`config.mk`:
```
export PLATFORM = sky130hd
export DESIGN_NAME = mem_port_mux
export DESIGN_NICKNAME = d
export VERILOG_FILES = /design/src/mem_port_pkg.sv /design/src/ax_arbiter.sv /design/src/mem_port_mux.sv /design/src/resp_router.sv /design/src/write_data_router.sv
export SDC_FILE = /design/constraint.sdc
export NUM_CORES = 1
export LEC_CHECK = 0
export ABC_AREA = 1
export BUFFER_PORTS_ARGS = -buffer_cell sky130_fd_sc_hd__buf_4
export CAP_MARGIN = 40
export CORE_AREA = 2 2 392 394
export DETAILED_ROUTE_END_ITERATION = 6
export DIE_AREA = 0 0 394 396
export PLACE_DENSITY = 0.3
export SYNTH_ARGS = -nofsm -noshare
export SYNTH_HDL_FRONTEND = slang
export SYNTH_SLANG_ARGS = --single-unit
```
`constraint.sdc`:
```
create_clock -name clk_i -period 9.7 [get_ports clk_i]
set_input_delay 1.94 -clock clk_i [delete_from_list [all_inputs] [get_ports clk_i]]
set_output_delay 1.94 -clock clk_i [all_outputs]
set_load 0.01 [all_outputs]
```
`src/mem_port_pkg.sv`:
```
// memory port merger definitions
package mem_port_pkg;

  // ----------------------------------------
  // channel widths
  // ----------------------------------------
  localparam int unsigned ID_WIDTH   = 4;
  localparam int unsigned ADDR_WIDTH = 32;
  localparam int unsigned DATA_WIDTH = 64;
  localparam int unsigned STRB_WIDTH = DATA_WIDTH / 8;
  localparam int unsigned LEN_WIDTH  = 8;
  localparam int unsigned RESP_WIDTH = 2;

  // requesters and write select queue
  localparam int unsigned NUM_SRC       = 3;
  localparam int unsigned SEL_WIDTH     = 2;
  // one blocking burst per source plus slack
  localparam int unsigned W_QUEUE_DEPTH = 4;
  localparam int unsigned W_PTR_WIDTH   = $clog2(W_QUEUE_DEPTH);
  localparam int unsigned W_CNT_WIDTH   = $clog2(W_QUEUE_DEPTH + 1);

  // source index, also bit position in per-source vectors
  localparam logic [SEL_WIDTH-1:0] SRC_ICACHE = 2'd0;
  localparam logic [SEL_WIDTH-1:0] SRC_BYPASS = 2'd1;
  localparam logic [SEL_WIDTH-1:0] SRC_DCACHE = 2'd2;

  // fixed transaction IDs, bypass uses any ID with msb set
  localparam logic [ID_WIDTH-1:0] ID_ICACHE = 4'b0000;
  localparam logic [ID_WIDTH-1:0] ID_DCACHE = 4'b0111;

  // ----------------------------------------
  // channel payloads
  // ----------------------------------------
  typedef struct packed {
    logic [ID_WIDTH-1:0]   id;
    logic [ADDR_WIDTH-1:0] addr;
    logic [LEN_WIDTH-1:0]  len;
  } ax_chan_t;

  typedef struct packed {
    logic [DATA_WIDTH-1:0] data;
    logic [STRB_WIDTH-1:0] strb;
    logic                  last;
  } w_chan_t;

  typedef struct packed {
    logic [ID_WIDTH-1:0]   id;
    logic [DATA_WIDTH-1:0] data;
    logic [RESP_WIDTH-1:0] resp;
    logic                  last;
  } r_chan_t;

  typedef struct packed {
    logic [ID_WIDTH-1:0]   id;
    logic [RESP_WIDTH-1:0] resp;
  } b_chan_t;

  // owner of a transaction ID, unknown IDs go to the data cache
  function automatic logic [SEL_WIDTH-1:0] id_to_src(input logic [ID_WIDTH-1:0] id);
    logic [SEL_WIDTH-1:0] src;
    if (id[ID_WIDTH-1]) begin
      src = SRC_BYPASS;
    end else if (id == ID_ICACHE) begin
      src = SRC_ICACHE;
    end else begin
      src = SRC_DCACHE;
    end
    return src;
  endfunction

endpackage

```
`src/ax_arbiter.sv`:
```
// round robin address arbiter
`timescale 1ns/1ps

module ax_arbiter
  import mem_port_pkg::*;
(
  input  logic                    clk_i,
  input  logic                    reset_i,
  // requester side
  input  ax_chan_t [NUM_SRC-1:0]  inp_data_i,
  input  logic [NUM_SRC-1:0]      inp_valid_i,
  output logic [NUM_SRC-1:0]      inp_ready_o,
  // memory side
  output ax_chan_t                oup_data_o,
  output logic                    oup_valid_o,
  input  logic                    oup_ready_i
);

  // round robin pointer, first source to look at
  logic [SEL_WIDTH-1:0] rr_ptr_q;
  // grant held under back-pressure
  logic                 hold_q;
  logic [SEL_WIDTH-1:0] grant_q;

  logic [SEL_WIDTH-1:0] rr_sel;
  logic [SEL_WIDTH-1:0] grant_sel;
  logic                 accept;

  // ----------------------------------------
  // grant selection
  // ----------------------------------------
  // first valid source at or after the pointer
  always_comb begin
    int unsigned idx;
    logic        found;
    rr_sel = rr_ptr_q;
    found  = 1'b0;
    for (int off = 0; off < NUM_SRC; off++) begin
      idx = (int'(rr_ptr_q) + off) % NUM_SRC;
      if (!found && inp_valid_i[idx]) begin
        rr_sel = SEL_WIDTH'(idx);
        found  = 1'b1;
      end
    end
  end

  // keep the stalled grant so the payload stays put
  assign grant_sel = hold_q ? grant_q : rr_sel;

  // ----------------------------------------
  // output mux and ready steering
  // ----------------------------------------
  assign oup_valid_o = |inp_valid_i;
  assign oup_data_o  = inp_data_i[grant_sel];
  assign accept      = oup_valid_o & oup_ready_i;

  // only the granted source sees ready
  always_comb begin
    for (int i = 0; i < NUM_SRC; i++) begin
      inp_ready_o[i] = oup_ready_i & (grant_sel == SEL_WIDTH'(i));
    end
  end

  // ----------------------------------------
  // pointer and hold state
  // ----------------------------------------
  always_ff @(posedge clk_i) begin
    if (reset_i) begin
      rr_ptr_q <= '0;
      hold_q   <= 1'b0;
      grant_q  <= '0;
    end else if (accept) begin
      // next search starts one past the winner
      rr_ptr_q <= (grant_sel == SEL_WIDTH'(NUM_SRC - 1)) ? '0 : grant_sel + 1'b1;
      hold_q   <= 1'b0;
    end else if (oup_valid_o) begin
      // stalled, freeze the current winner
      hold_q  <= 1'b1;
      grant_q <= grant_sel;
    end
  end

endmodule

```
`src/mem_port_mux.sv`:
```
// cache memory port merger
`timescale 1ns/1ps

module mem_port_mux
  import mem_port_pkg::*;
(
  input  logic                   clk_i,
  input  logic                   reset_i,

  // ----------------------------------------
  // requester side, one bit or entry per source
  // ----------------------------------------
  // read address
  input  ax_chan_t [NUM_SRC-1:0] src_ar_i,
  input  logic [NUM_SRC-1:0]     src_ar_valid_i,
  output logic [NUM_SRC-1:0]     src_ar_ready_o,
  // write address
  input  ax_chan_t [NUM_SRC-1:0] src_aw_i,
  input  logic [NUM_SRC-1:0]     src_aw_valid_i,
  output logic [NUM_SRC-1:0]     src_aw_ready_o,
  // write data
  input  w_chan_t [NUM_SRC-1:0]  src_w_i,
  input  logic [NUM_SRC-1:0]     src_w_valid_i,
  output logic [NUM_SRC-1:0]     src_w_ready_o,
  // read data
  output r_chan_t [NUM_SRC-1:0]  src_r_o,
  output logic [NUM_SRC-1:0]     src_r_valid_o,
  input  logic [NUM_SRC-1:0]     src_r_ready_i,
  // write response
  output b_chan_t [NUM_SRC-1:0]  src_b_o,
  output logic [NUM_SRC-1:0]     src_b_valid_o,
  input  logic [NUM_SRC-1:0]     src_b_ready_i,

  // ----------------------------------------
  // memory side
  // ----------------------------------------
  output ax_chan_t               mem_ar_o,
  output logic                   mem_ar_valid_o,
  input  logic                   mem_ar_ready_i,
  output ax_chan_t               mem_aw_o,
  output logic                   mem_aw_valid_o,
  input  logic                   mem_aw_ready_i,
  output w_chan_t                mem_w_o,
  output logic                   mem_w_valid_o,
  input  logic                   mem_w_ready_i,
  input  r_chan_t                mem_r_i,
  input  logic                   mem_r_valid_i,
  output logic                   mem_r_ready_o,
  input  b_chan_t                mem_b_i,
  input  logic                   mem_b_valid_i,
  output logic                   mem_b_ready_o
);

  // AW ready after the write select queue check
  logic aw_ready_gated;

  // read address arbitration
  ax_arbiter u_ar_arb (
    .clk_i       (clk_i),
    .reset_i     (reset_i),
    .inp_data_i  (src_ar_i),
    .inp_valid_i (src_ar_valid_i),
    .inp_ready_o (src_ar_ready_o),
    .oup_data_o  (mem_ar_o),
    .oup_valid_o (mem_ar_valid_o),
    .oup_ready_i (mem_ar_ready_i)
  );

  // write address arbitration, ready gated by the W queue
  ax_arbiter u_aw_arb (
    .clk_i       (clk_i),
    .reset_i     (reset_i),
    .inp_data_i  (src_aw_i),
    .inp_valid_i (src_aw_valid_i),
    .inp_ready_o (src_aw_ready_o),
    .oup_data_o  (mem_aw_o),
    .oup_valid_o (mem_aw_valid_o),
    .oup_ready_i (aw_ready_gated)
  );

  // W beats follow AW acceptance order
  write_data_router u_w_route (
    .clk_i         (clk_i),
    .reset_i       (reset_i),
    .aw_id_i       (mem_aw_o.id),
    .aw_valid_i    (mem_aw_valid_o),
    .aw_ready_i    (mem_aw_ready_i),
    .aw_ready_o    (aw_ready_gated),
    .inp_w_i       (src_w_i),
    .inp_w_valid_i (src_w_valid_i),
    .inp_w_ready_o (src_w_ready_o),
    .oup_w_o       (mem_w_o),
    .oup_w_valid_o (mem_w_valid_o),
    .oup_w_ready_i (mem_w_ready_i)
  );

  // read data back to its owner
  resp_router #(
    .payload_t (r_chan_t)
  ) u_r_route (
    .oup_id_i    (mem_r_i.id),
    .inp_data_i  (mem_r_i),
    .inp_valid_i (mem_r_valid_i),
    .inp_ready_o (mem_r_ready_o),
    .oup_data_o  (src_r_o),
    .oup_valid_o (src_r_valid_o),
    .oup_ready_i (src_r_ready_i)
  );

  // write response back to its owner
  resp_router #(
    .payload_t (b_chan_t)
  ) u_b_route (
    .oup_id_i    (mem_b_i.id),
    .inp_data_i  (mem_b_i),
    .inp_valid_i (mem_b_valid_i),
    .inp_ready_o (mem_b_ready_o),
    .oup_data_o  (src_b_o),
    .oup_valid_o (src_b_valid_o),
    .oup_ready_i (src_b_ready_i)
  );

endmodule

```
`src/resp_router.sv`:
```
// response router by transaction ID
`timescale 1ns/1ps

module resp_router
  import mem_port_pkg::*;
#(
  parameter type payload_t = r_chan_t
) (
  // ID taken from the memory side payload
  input  logic [ID_WIDTH-1:0]     oup_id_i,
  // memory side
  input  payload_t                inp_data_i,
  input  logic                    inp_valid_i,
  output logic                    inp_ready_o,
  // requester side
  output payload_t [NUM_SRC-1:0]  oup_data_o,
  output logic [NUM_SRC-1:0]      oup_valid_o,
  input  logic [NUM_SRC-1:0]      oup_ready_i
);

  // owner of the current response
  logic [SEL_WIDTH-1:0] sel;

  // ----------------------------------------
  // ID decode
  // ----------------------------------------
  // 0000 icache, 0111 dcache, 1xxx bypass
  assign sel = id_to_src(oup_id_i);

  // ----------------------------------------
  // handshake steering
  // ----------------------------------------
  // payload goes to everyone, valid only to the owner
  always_comb begin
    for (int i = 0; i < NUM_SRC; i++) begin
      oup_data_o[i]  = inp_data_i;
      oup_valid_o[i] = inp_valid_i & (sel == SEL_WIDTH'(i));
    end
  end

  // owner back-pressure stalls the memory response
  assign inp_ready_o = oup_ready_i[sel];

endmodule

```
`src/write_data_router.sv`:
```
// write data source router
`timescale 1ns/1ps

module write_data_router
  import mem_port_pkg::*;
(
  input  logic                   clk_i,
  input  logic                   reset_i,
  // AW channel toward memory
  input  logic [ID_WIDTH-1:0]    aw_id_i,
  input  logic                   aw_valid_i,
  input  logic                   aw_ready_i,
  output logic                   aw_ready_o,
  // W beats from the requesters
  input  w_chan_t [NUM_SRC-1:0]  inp_w_i,
  input  logic [NUM_SRC-1:0]     inp_w_valid_i,
  output logic [NUM_SRC-1:0]     inp_w_ready_o,
  // W channel toward memory
  output w_chan_t                oup_w_o,
  output logic                   oup_w_valid_o,
  input  logic                   oup_w_ready_i
);

  // source select queue, in AW acceptance order
  logic [SEL_WIDTH-1:0]   queue_q [W_QUEUE_DEPTH];
  logic [W_PTR_WIDTH-1:0] wr_ptr_q;
  logic [W_PTR_WIDTH-1:0] rd_ptr_q;
  logic [W_CNT_WIDTH-1:0] count_q;

  logic                 q_full;
  logic                 q_empty;
  logic [SEL_WIDTH-1:0] aw_sel;
  logic [SEL_WIDTH-1:0] w_sel;
  logic                 push;
  logic                 pop;
  logic                 do_write;
  logic                 do_read;

  // ----------------------------------------
  // queue status and AW gating
  // ----------------------------------------
  // separate count so full and empty never alias
  assign q_full  = (count_q == W_CNT_WIDTH'(W_QUEUE_DEPTH));
  assign q_empty = (count_q == '0);

  // stall AW instead of overflowing the queue
  assign aw_ready_o = aw_ready_i & ~q_full;
  assign aw_sel     = id_to_src(aw_id_i);
  assign push       = aw_valid_i & aw_ready_o;

  // ----------------------------------------
  // W source select and mux
  // ----------------------------------------
  // empty queue falls through to an accepted AW
  // otherwise the icache, which never writes
  always_comb begin
    if (!q_empty) begin
      w_sel = queue_q[rd_ptr_q];
    end else if (push) begin
      w_sel = aw_sel;
    end else begin
      w_sel = SRC_ICACHE;
    end
  end

  assign oup_w_o       = inp_w_i[w_sel];
  assign oup_w_valid_o = inp_w_valid_i[w_sel];

  always_comb begin
    for (int i = 0; i < NUM_SRC; i++) begin
      inp_w_ready_o[i] = oup_w_ready_i & (w_sel == SEL_WIDTH'(i));
    end
  end

  // burst done on the accepted last beat
  assign pop = oup_w_valid_o & oup_w_ready_i & oup_w_o.last & (~q_empty | push);

  // fall-through burst finished in the same cycle is never stored
  assign do_write = push & ~(q_empty & pop);
  assign do_read  = pop & ~q_empty;

  // ----------------------------------------
  // queue storage and pointers
  // ----------------------------------------
  always_ff @(posedge clk_i) begin
    if (do_write) begin
      queue_q[wr_ptr_q] <= aw_sel;
    end
  end

  always_ff @(posedge clk_i) begin
    if (reset_i) begin
      wr_ptr_q <= '0;
      rd_ptr_q <= '0;
      count_q  <= '0;
    end else begin
      if (do_write) begin
        wr_ptr_q <= (wr_ptr_q == W_PTR_WIDTH'(W_QUEUE_DEPTH - 1)) ? '0 : wr_ptr_q + 1'b1;
      end
      if (do_read) begin
        rd_ptr_q <= (rd_ptr_q == W_PTR_WIDTH'(W_QUEUE_DEPTH - 1)) ? '0 : rd_ptr_q + 1'b1;
      end
      // net occupancy change
      if (do_write && !do_read) begin
        count_q <= count_q + 1'b1;
      end else if (do_read && !do_write) begin
        count_q <= count_q - 1'b1;
      end
    end
  end

endmodule
```
==> results of run 1 <==
-- flip-flops by register name, summed over array words and instances (netlist names), named ones only --
register / flops
u_w_route.rd_ptr_q: 2
u_w_route.wr_ptr_q: 2
u_ar_arb.hold_q: 1
u_w_route.count_q: 3
u_ar_arb.rr_ptr_q: 2
u_ar_arb.grant_q: 2
u_aw_arb.rr_ptr_q: 2
u_aw_arb.hold_q: 1
u_aw_arb.grant_q: 2
u_w_route.queue_q: 8
-- report_power, final --
group / internal [mW] / switching (mW)
Clock: 0.0577 / 0.0538
Sequential: 0.161 / 0.0225
Combinational: 1.63 / 2.63
-- cell type report --
cell class | count | share of cell area, %
timing repair buffer | 733 | 41.6
multi-input combinational | 871 | 31.9
tap | 2030 | 19.1
sequential | 27 | 4.66
inverter | 74 | 2.13
clock buffer | 3 | 0.563
clock inverter | 1 | 0.0657
antenna | 2 | 0.0376
-- cells in the final DEF (no fill, tap or decap), types with 3 or more instances in the layout --
cell       Yosys  final
a21oi_1       14     14
buf_4        234    729
clkbuf_16      0      3
dfxtp_1       19     19
edfxtp_1       8      8
ha_1          12     12
inv_1         63     62
inv_2         11     10
nand2_1      274    274
nand2_2        6      5
nand2_4        2      3
nand3_1      451    451
nand3_2        7      7
nand3b_1       3      3
nor2_1        45     45
nor2_2         5      4
nor2_4         2      3
nor3_1         8      8
o211ai_1       3      3
o21ai_0       14     14
o21ai_1        4      4
o22ai_1        3      3
-- stage by stage --
step | worst slack [ns] | utilization, %
after floorplan | 3.90 | -
after global placement | 1.85 | 8.71
after detailed placement | 1.81 | 8.73
after CTS | 1.81 | 8.79
after global routing | 1.59 | 8.79
final | 1.98 | 8.79
-- per-layer routing --
| metal | global-route usage (%) | vias up | routed length [µm] |
|---|---|---|---|
| li1 | - | 4892 | - |
| met1 | 8.59 | 4623 | 24600 |
| met2 | 12.9 | 669 | 29900 |
| met3 | 3.24 | 65 | 6330 |
| met4 | 1.21 | 6 | 1200 |
| met5 | 1.54 | - | 358 |
-- logic make-up (layout without fill, tap and decap cells) --
kind of cell             after synthesis  in the layout  synth area share [%]
AND/OR/NAND/NOR                      809            809                  51.7
adder cells (fa/ha/maj)               13             13                  2.35
flip-flops                            27             27                  8.58
buffers and inverters                386            811                  33.2
AO/OA/AOI/OAI                         49             49                  4.17
other                                  0              2                     0
-- how the worst min path moves through the flow --
stage	cells past startpoint	slack [ns]	startpoint	end
after CTS	2	0.50	u_w_route.count_q[2]	u_w_route.count_q[2]
after floorplan	2	0.46	u_w_route.count_q[2]	u_w_route.count_q[2]
after global placement	2	0.48	u_w_route.count_q[2]	u_w_route.count_q[2]
after detailed placement	2	0.48	u_w_route.count_q[2]	u_w_route.count_q[2]
after global routing	2	0.54	u_w_route.count_q[2]	u_w_route.count_q[2]
final	2	0.50	u_w_route.count_q[2]	u_w_route.count_q[2]
-- worst min-delay path, cell delays in order (launching register included) --
cell,delay [ns]
dfxtp_1,0.32
inv_1,0.08
a21oi_1,0.06
==> flow_summary_export.csv, run 1 <==
group,metric,value,unit
setup_path,cp.arrival,5.78,ns
synth,synth_fp_nets,1879,
clock_tree,clockRootBuffer,"clkbuf_16",
clock_tree,postCtsSetupBuffers,0,
setup_path,slowest_stage,"buf_4",
synth,synth.area.top_cells,"nand3_1, buf_4, nand2_1",
floorplan,io_pins,994,
timing,setup_violations,0,
floorplan,start_util,4.77,%
setup_path,path_class,"input port to primary output",
synth,ys_top_cells_by_count,"nand3_1, nand2_1, buf_4",
synth,synth_warnings,0,
floorplan,die_y,396,µm
timing,fin_crit,7.72,ns
clock_tree,cts_tree,"done",
power,powerDensity,342,nW/µm²
setup_path,cp_max_fo,69,
synth,ys.flop_type,"dfxtp_1",
finish,final_area,13300,µm²
finish,post_route_cells_drive_above_1_share,45.4,%
synth,async_reset_ff_share,0,%
drt,final_antenna_net_count,0,
setup_path,cp-endpoint,"mem_w_o[4]",
drt,drt-pass1-iter-count,5,
finish,finalNetCount,2305,
synth,synth-seq-cells,27,
timing,fin_crit_sh,79.6,%
setup_path,startpoint,"src_aw_valid_i[2]",
timing,setup-tns-final,0,ns
synth,synth_top_cell_by_area,"nand3_1",
clock_tree,hold_buffers,0,
drt,post_drt_via_cell_ratio,2.74,
synth,synthCells,1284,
drt,wl_per_cell,16.7,µm
synth,ys_seq_area_share,8.58,%
clock_tree,cts_made_buffers,3,
drt,remaining_drc_errors,0,
outcome,status,"finished, final reports clean",
finish,seqCellArea,621,µm²
drt,drtIter0Drc,488,
clock_tree,cts_sinks,27,
power,power,4.55,mW
finish,final_cells,3741,
timing,rsz0062_at_grt,"false",
setup_path,worstRegToRegCells,31,
power,ir_worst_vdd,0.216,mV
synth,synth_enable_flop_cells,8,
setup_path,cpMostUsedCell,"nand2_1",
clock_tree,worstSkewPairLatency,0.29,ns
floorplan,die_w,394,µm
setup_path,required,7.76,ns
placement,dpl.hpwl,54800,µm
placement,placed_cells,3735,
synth,netlist_area,7230,µm²
grt,track_usage,7.50,%
floorplan,die_area,156000,µm²
clock_tree,postCtsResizedCells,0,
finish,n_fill_cell,18000,
power,p_leak,6.07,nW
drt,routed_wl,62400,µm
finish,multi_input_area,4250,µm²
synth,ys_types,37,
setup_path,worst_path_largest_cell_delay,0.44,ns
drt,via_count,10300,
run,maxCapViolCount,0,
grt,grt_pass1_wl,83500,µm
synth,synth.most_common_cell,"nand3_1",
finish,syn2layout_area_growth,84.2,%
placement,place_area,13200,µm²
synth,netlist.area_leader.share,31.2,%
grt,antenna_found_initial,13,
clock_tree,clock_path_buffers,2,
floorplan,rows,143,
floorplan,coreArea,152000,µm²
setup_path,timing.rr.start,"u_aw_arb.rr_ptr_q[0]",
timing,relSlewSlack,42.7,%
setup_path,path_delay_family,"simple AND/OR/NAND/NOR gates",
setup_path,path_depth,23,
grt,grt_max_degree,88,
clock_tree,cts.clk_slew.worst_paths,0.09,ns
worst_hold_path,hp-class,"flop to flop",
setup_path,r2r-end,"u_w_route.count_q[2]",
clock_tree,h-tree-depth,1,
timing,max_slew.worst_pin.slew,0.853,ns
setup_path,end_kind,"primary output",
placement,gp_congestion,0.845,
timing,fin_skew,0.0117,ns
setup_path,crit_chain,"buf_4, inv_2, o21ai_4, nand2_4, nand3_1, nand2_1, inv_2, nand2_1, nand2_2, nand2_4, nor2_4, buf_4, nand2_1, nand3_2, nand3_2, nand3_2, nand2_2, inv_6, nor2_4, buf_12, nand2_1, nand3_1, buf_4",
placement,port-buffer-count,717,
timing,drv_slew,0,
grt,grt-ovfl-total,0,
grt,grt_pass1_vias,10500,
setup_path,path_buf_inv,7,
synth,syn-mean-instance-area,5.63,µm²
timing,holdWs,0.500,ns
timing,fmax,130,MHz
timing,hold_viol,0,
setup_path,reg2reg_slack,4.34,ns
setup_path,cp-start-kind,"input port",
Note: power is estimated with default switching activity, not from simulation.
==> run 2, diff against run 1 <==
--- a/config.mk
+++ b/config.mk
@@ -5,12 +5,12 @@
 export SDC_FILE = /design/constraint.sdc
 export NUM_CORES = 1
 export LEC_CHECK = 0
-export ABC_AREA = 1
+export ABC_AREA = 0
 export BUFFER_PORTS_ARGS = -buffer_cell sky130_fd_sc_hd__buf_4
 export CAP_MARGIN = 40
-export CORE_AREA = 2 2 392 394
+export CORE_AREA = 2 2 383 385
 export DETAILED_ROUTE_END_ITERATION = 6
-export DIE_AREA = 0 0 394 396
+export DIE_AREA = 0 0 385 387
 export PLACE_DENSITY = 0.3
 export SYNTH_ARGS = -nofsm -noshare
 export SYNTH_HDL_FRONTEND = slang
==> constraint.sdc (replaced) <==
create_clock -name clk_i -period 7.1 [get_ports clk_i]
set_input_delay 1.42 -clock clk_i [delete_from_list [all_inputs] [get_ports clk_i]]
set_output_delay 1.42 -clock clk_i [all_outputs]
set_load 0.01 [all_outputs]
==> run 2 against run 1 <==
Against the previous run:
- final cell count is 11% lower
- clock skew hardly changed
- total power decreased by 12%
- sequential share of layout area barely moved
- sequential power rose by 22%
- area after synthesis grew 1.2%
==> flow_summary_export.csv, run 2 <==
group,metric,value,unit
clock_tree,worstSkewPairLatency,0.28,ns
drt,final_antenna_net_count,0,
setup_path,path_buf_inv,6,
setup_path,cp-start-kind,"input port",
timing,max_slew.worst_pin.slew,0.697,ns
drt,remaining_drc_errors,0,
timing,setup_violations,0,
setup_path,reg2reg_slack,1.79,ns
placement,dpl.hpwl,56600,µm
worst_hold_path,hp-class,"flop to flop",
setup_path,end_kind,"primary output",
finish,post_route_cells_drive_above_1_share,54.6,%
finish,syn2layout_area_growth,83.2,%
grt,grt-ovfl-total,0,
timing,fin_skew,0.0117,ns
synth,synth.most_common_cell,"buf_4",
placement,gp_congestion,0.740,
synth,netlist_area,7320,µm²
grt,grt_max_degree,51,
clock_tree,clockRootBuffer,"clkbuf_16",
synth,syn-mean-instance-area,7.56,µm²
grt,grt_pass1_wl,79200,µm
synth,async_reset_ff_share,0,%
clock_tree,h-tree-depth,1,
synth,netlist.area_leader.share,24.7,%
run,maxCapViolCount,0,
grt,antenna_found_initial,34,
placement,pre_cts_slack,0.938,ns
timing,holdWs,0.508,ns
setup_path,path_class,"input port to primary output",
drt,via_count,8681,
grt,track_usage,7.85,%
power,switching_power,2.07,mW
setup_path,worstRegToRegCells,18,
synth,synth_top_cell_by_area,"buf_4",
finish,largest_reg_flops,8,
setup_path,startpoint,"src_aw_valid_i[0]",
synth,ys_types,62,
timing,rsz0062_at_grt,"false",
power,power.internal,1.93,mW
drt,routed_wl,62400,µm
power,clkPwrFrac,3.5,%
synth,synthCells,968,
timing,fmax,166,MHz
timing,fin_crit_sh,85.1,%
setup_path,cp.arrival,4.62,ns
setup_path,path_depth,15,
drt,post_drt_via_cell_ratio,2.60,
grt,grt_pass1_vias,8991,
synth,ys_top_cells_by_count,"buf_4, mux2i_1, nand2_1",
setup_path,worst_path_largest_cell_delay,0.37,ns
floorplan,io_pins,994,
clock_tree,cts_sinks,27,
floorplan,die_area,149000,µm²
setup_path,slowest_stage,"or3_4",
setup_path,cpMostUsedCell,"buf_4",
floorplan,die_y,387,µm
power,p_leak,5.78,nW
clock_tree,postCtsSetupBuffers,0,
setup_path,path_delay_family,"buffers and inverters",
clock_tree,clock_path_buffers,2,
finish,regMostFlops,"u_w_route.queue_q",
timing,relSlewSlack,52.2,%
floorplan,coreArea,145000,µm²
setup_path,timing.rr.start,"u_aw_arb.rr_ptr_q[1]",
power,powerDensity,298,nW/µm²
floorplan,start_util,5.05,%
setup_path,required,5.68,ns
timing,setup-tns-final,0,ns
power,p_seq_share,5.6,%
power,p_comb_share,90.9,%
floorplan,die_w,385,µm
finish,fin_util,9.26,%
finish,finalNetCount,2013,
setup_path,cp_max_fo,21,
placement,port-buffer-count,717,
synth,synth-seq-cells,27,
finish,reg.largest.list,"u_w_route.queue_q (8), u_w_route.count_q (3)",
synth,synth_fp_nets,1563,
timing,fin_crit,6.04,ns
synth,ys.flop_type,"dfxtp_1",
clock_tree,cts_tree,"done",
clock_tree,postCtsResizedCells,0,
finish,final_common_cell,"buf_4",
timing,drv_slew,0,
synth,ys_seq_area_share,8.48,%
timing,fin_ws,1.06,ns
drt,wl_per_cell,18.7,µm
synth,synth.area.top_cells,"buf_4, mux2i_1, o2bb2ai_1",
clock_tree,cts.clk_slew.worst_paths,0.08,ns
floorplan,rows,140,
timing,hold_viol,0,
power,ir_worst_vdd,0.145,mV
clock_tree,cts_made_buffers,3,
synth,synth_warnings,0,
drt,drtIter0Drc,263,
clock_tree,hold_buffers,0,
drt,drt-pass1-iter-count,4,
setup_path,cp-endpoint,"mem_w_o[62]",
finish,final_cell_mix,"buf_4, mux2i_1, nand2_1, o21ai_0, o2bb2ai_1",
power,netSwitchingFraction,51.7,%
outcome,status,"finished, final reports clean",
setup_path,crit_chain,"buf_4, and4bb_2, a31oi_1, or3_4, a32o_2, mux2i_1, o211ai_1, buf_4, a32o_4, buf_12, nor2_4, buf_4, buf_4, o2bb2ai_1, buf_4",
synth,synth_enable_flop_cells,8,
setup_path,r2r-end,"u_w_route.count_q[2]",
-- run 2: cell types whose count changed after synthesis, sizes merged, moves of 9 or more --
cell,change
o2bb2ai,+74
nand3,-448
nand2,-170
mux2i,+171
o21ai,+79
inv,-58
buf,-13
nand2b,+9
and2,+9
nor2,-22
-- run 2: kinds of logic after synthesis --
family	count (synthesis)	share of synthesized area, %
AO/OA/AOI/OAI	221	21.5
flip-flops	27	8.48
multiplexers	175	24.6
AND/OR/NAND/NOR	216	13.8
XOR/XNOR	2	0.239
adder cells (fa/ha/maj)	13	2.32
buffers and inverters	314	29.1
-- run 2: final cells by class --
| cell class | instances | area, µm² |
|---|---|---|
| Antenna cell | 2 | 5.00 |
| Clock buffer | 3 | 75.1 |
| Clock inverter | 1 | 7.51 |
| Fill cell | 17000 | 131000 |
| Inverter | 16 | 60.1 |
| Multi-Input combinational cell | 627 | 4620 |
| Sequential cell | 27 | 621 |
| Tap cell | 1917 | 2400 |
| Timing Repair Buffer | 743 | 5630 |
-- run 2: power by group through the flow --
stage	registers (mW)	logic (mW)	clock network (mW)
3_5_place_dp	0.228	3.74	0
5_1_grt	0.230	3.93	0.159
2_1_floorplan	0.220	1.98	0
4_1_cts	0.225	3.75	0.158
6_report	0.224	3.64	0.142
3_3_place_gp	0.229	3.75	0
-- run 2: worst min path at each step --
stage,to,from,depth (start not counted),slack [ns]
after global placement,u_ar_arb.grant_q[0],u_ar_arb.grant_q[0],2,0.50
after detailed placement,u_ar_arb.grant_q[1],u_ar_arb.grant_q[1],2,0.50
after CTS,u_ar_arb.grant_q[1],u_ar_arb.grant_q[1],2,0.51
final,u_ar_arb.grant_q[1],u_ar_arb.grant_q[1],2,0.51
after floorplan,u_ar_arb.grant_q[0],u_ar_arb.grant_q[0],2,0.46
after global routing,u_ar_arb.grant_q[1],u_ar_arb.grant_q[1],2,0.53
-- run 2: per-layer routing --
layer  wire [µm]  part of all wire [%]  track usage [%]
met5          66                  0.11                0
met1       22400                    36             8.01
met2       33000                    53             15.1
met4        1800                   2.9             2.22
met3        5260                   8.4             2.37
-- run 2: worst reg2reg max path, stage by stage, from the launching register on --
cell and delay (ns):
dfxtp_1 0.37, inv_1 0.09, ha_1 0.36, mux2i_4 0.33
o21ai_2 0.07, or3_4 0.40, a32o_2 0.29, buf_4 0.16
a2111oi_4 0.58, or3_4 0.51, mux2i_1 0.23, and3_1 0.25
o21ai_0 0.31, ha_1 0.24, inv_1 0.06, fa_1 0.37
xor2_1 0.17, or3_1 0.30, a21oi_1 0.14
-- run 2: stage by stage --
step / std cells / total power [mW] / instance area (µm²)
after floorplan: 968 / 2.20 / 7320
after global placement: 3326 / 3.98 / 13300
after detailed placement: 3330 / 3.97 / 13300
after CTS: 3334 / 4.13 / 13400
after global routing: 3334 / 4.32 / 13400
final: 3336 / 4.00 / 13400
==> run 3, diff against run 2 <==
==> constraint.sdc (replaced) <==
create_clock -name clk_i -period 7.8 [get_ports clk_i]
set_input_delay 1.56 -clock clk_i [delete_from_list [all_inputs] [get_ports clk_i]]
set_output_delay 1.56 -clock clk_i [all_outputs]
set_load 0.01 [all_outputs]
==> run 3 against run 2 <==
Against the previous run:
- die area did not move
- register-to-register slack improved by 0.55 ns
- total power fell by 8.2%
- worst hold slack barely moved
- final cell count barely moved
- critical path type unchanged
- critical endpoint is now mem_w_o[64]
- largest power group unchanged
==> flow_summary_export.csv, run 3 (synthesis gave the netlist of run 2 again) <==
group,metric,value,unit
outcome,status,"finished, final reports clean",
clock_tree,h-tree-depth,1,
finish,regMostFlops,"u_w_route.queue_q",
power,powerDensity,275,nW/µm²
floorplan,coreArea,145000,µm²
timing,max_slew.worst_pin.slew,0.830,ns
clock_tree,postCtsResizedCells,0,
grt,track_usage,7.83,%
timing,rsz0062_at_grt,"false",
drt,drtIter0Drc,215,
clock_tree,cts_sinks,27,
placement,gp_congestion,0.753,
finish,final_cells,3338,
drt,remaining_drc_errors,0,
timing,drv_slew,0,
setup_path,required,6.24,ns
timing,fin_skew,0.00948,ns
clock_tree,hold_buffers,0,
setup_path,cp-start-kind,"input port",
clock_tree,clock_path_buffers,2,
floorplan,start_util,5.05,%
grt,grt_max_degree,75,
placement,placed_cells,3327,
finish,fin_util,9.24,%
timing,fin_ws,1.14,ns
clock_tree,cts_tree,"done",
grt,antenna_found_initial,34,
finish,finalNetCount,2010,
clock_tree,postCtsSetupBuffers,0,
timing,fin_crit,6.66,ns
setup_path,cp.arrival,5.10,ns
drt,final_antenna_net_count,0,
power,p_leak,5.76,nW
drt,post_drt_via_cell_ratio,2.61,
floorplan,die_area,149000,µm²
clock_tree,cts_made_buffers,3,
placement,pre_cts_slack,0.946,ns
clock_tree,clockRootBuffer,"clkbuf_16",
drt,drt-pass1-iter-count,6,
grt,grt-ovfl-total,0,
floorplan,die_y,387,µm
clock_tree,worstSkewPairLatency,0.28,ns
placement,place_area,13300,µm²
timing,fmax,150,MHz
finish,post_route_cells_drive_above_1_share,54.5,%
finish,multi_input_area,4620,µm²
finish,reg.largest.list,"u_w_route.queue_q (8), u_w_route.count_q (3)",
timing,fin_crit_sh,85.4,%
finish,largest_reg_flops,8,
timing,relSlewSlack,44.6,%
timing,setup_violations,0,
finish,final_cell_mix,"buf_4, mux2i_1, nand2_1, o21ai_0, o2bb2ai_1",
drt,wl_per_cell,18.7,µm
finish,final_area,13400,µm²
timing,holdWs,0.508,ns
clock_tree,cts.clk_slew.worst_paths,0.08,ns
power,power,3.67,mW
placement,dpl.hpwl,56200,µm
setup_path,path_class,"input port to primary output",
grt,grt_pass1_vias,8912,
power,ir_worst_vdd,0.210,mV
drt,via_count,8701,
grt,grt_pass1_wl,78700,µm
timing,hold_viol,0,
setup_path,cp_max_fo,19,
timing,setup-tns-final,0,ns
finish,syn2layout_area_growth,82.8,%
run,maxCapViolCount,0,
floorplan,die_w,385,µm
worst_hold_path,hp-class,"flop to flop",
floorplan,io_pins,994,
finish,final_common_cell,"buf_4",
drt,routed_wl,62500,µm
placement,port-buffer-count,717,
setup_path,end_kind,"primary output",
floorplan,rows,140,
finish,seqCellArea,621,µm²
finish,n_fill_cell,17000,
-- run 3: final timing paths --
check,startpoint,endpoint,slack (ns),cells past startpoint
min reg2reg,u_ar_arb.grant_q[1],u_ar_arb.grant_q[1],0.51,2
max,src_aw_valid_i[0],mem_w_o[64],1.14,13
max reg2reg,u_aw_arb.rr_ptr_q[1],u_w_route.count_q[2],2.34,17
min,u_ar_arb.grant_q[1],u_ar_arb.grant_q[1],0.51,2
-- run 3: cell type report --
class | instances | share of cell area (%)
Timing Repair Buffer | 740 | 41.8
Multi-Input combinational cell | 627 | 34.5
Tap cell | 1917 | 17.9
Sequential cell | 27 | 4.64
Clock buffer | 3 | 0.561
Inverter | 16 | 0.449
Antenna cell | 7 | 0.131
Clock inverter | 1 | 0.0561
-- run 3: worst max-delay path: stages --
cell       delay, ns
buf_4           0.14
and4bb_2        0.29
a31oi_1         0.05
or3_4           0.38
a32o_2          0.35
mux2i_1         0.18
o211ai_1        0.33
buf_4           0.21
a32o_4          0.56
buf_4           0.36
mux2i_1         0.38
o2bb2ai_1       0.13
buf_4           0.16
-- run 3: power breakdown --
| part | internal, mW | switching [mW] | leakage (nW) | total (mW) |
|---|---|---|---|---|
| clock | 0.0702 | 0.0592 | 0.0372 | 0.129 |
| combinational | 1.50 | 1.85 | 5.50 | 3.34 |
| sequential | 0.180 | 0.0252 | 0.229 | 0.205 |
-- run 3: per-layer routing --
metal	wire length (µm)	track usage, %
met2	33300	15.1
met4	1340	1.92
met5	62	0
met3	5400	2.38
met1	22500	8.07
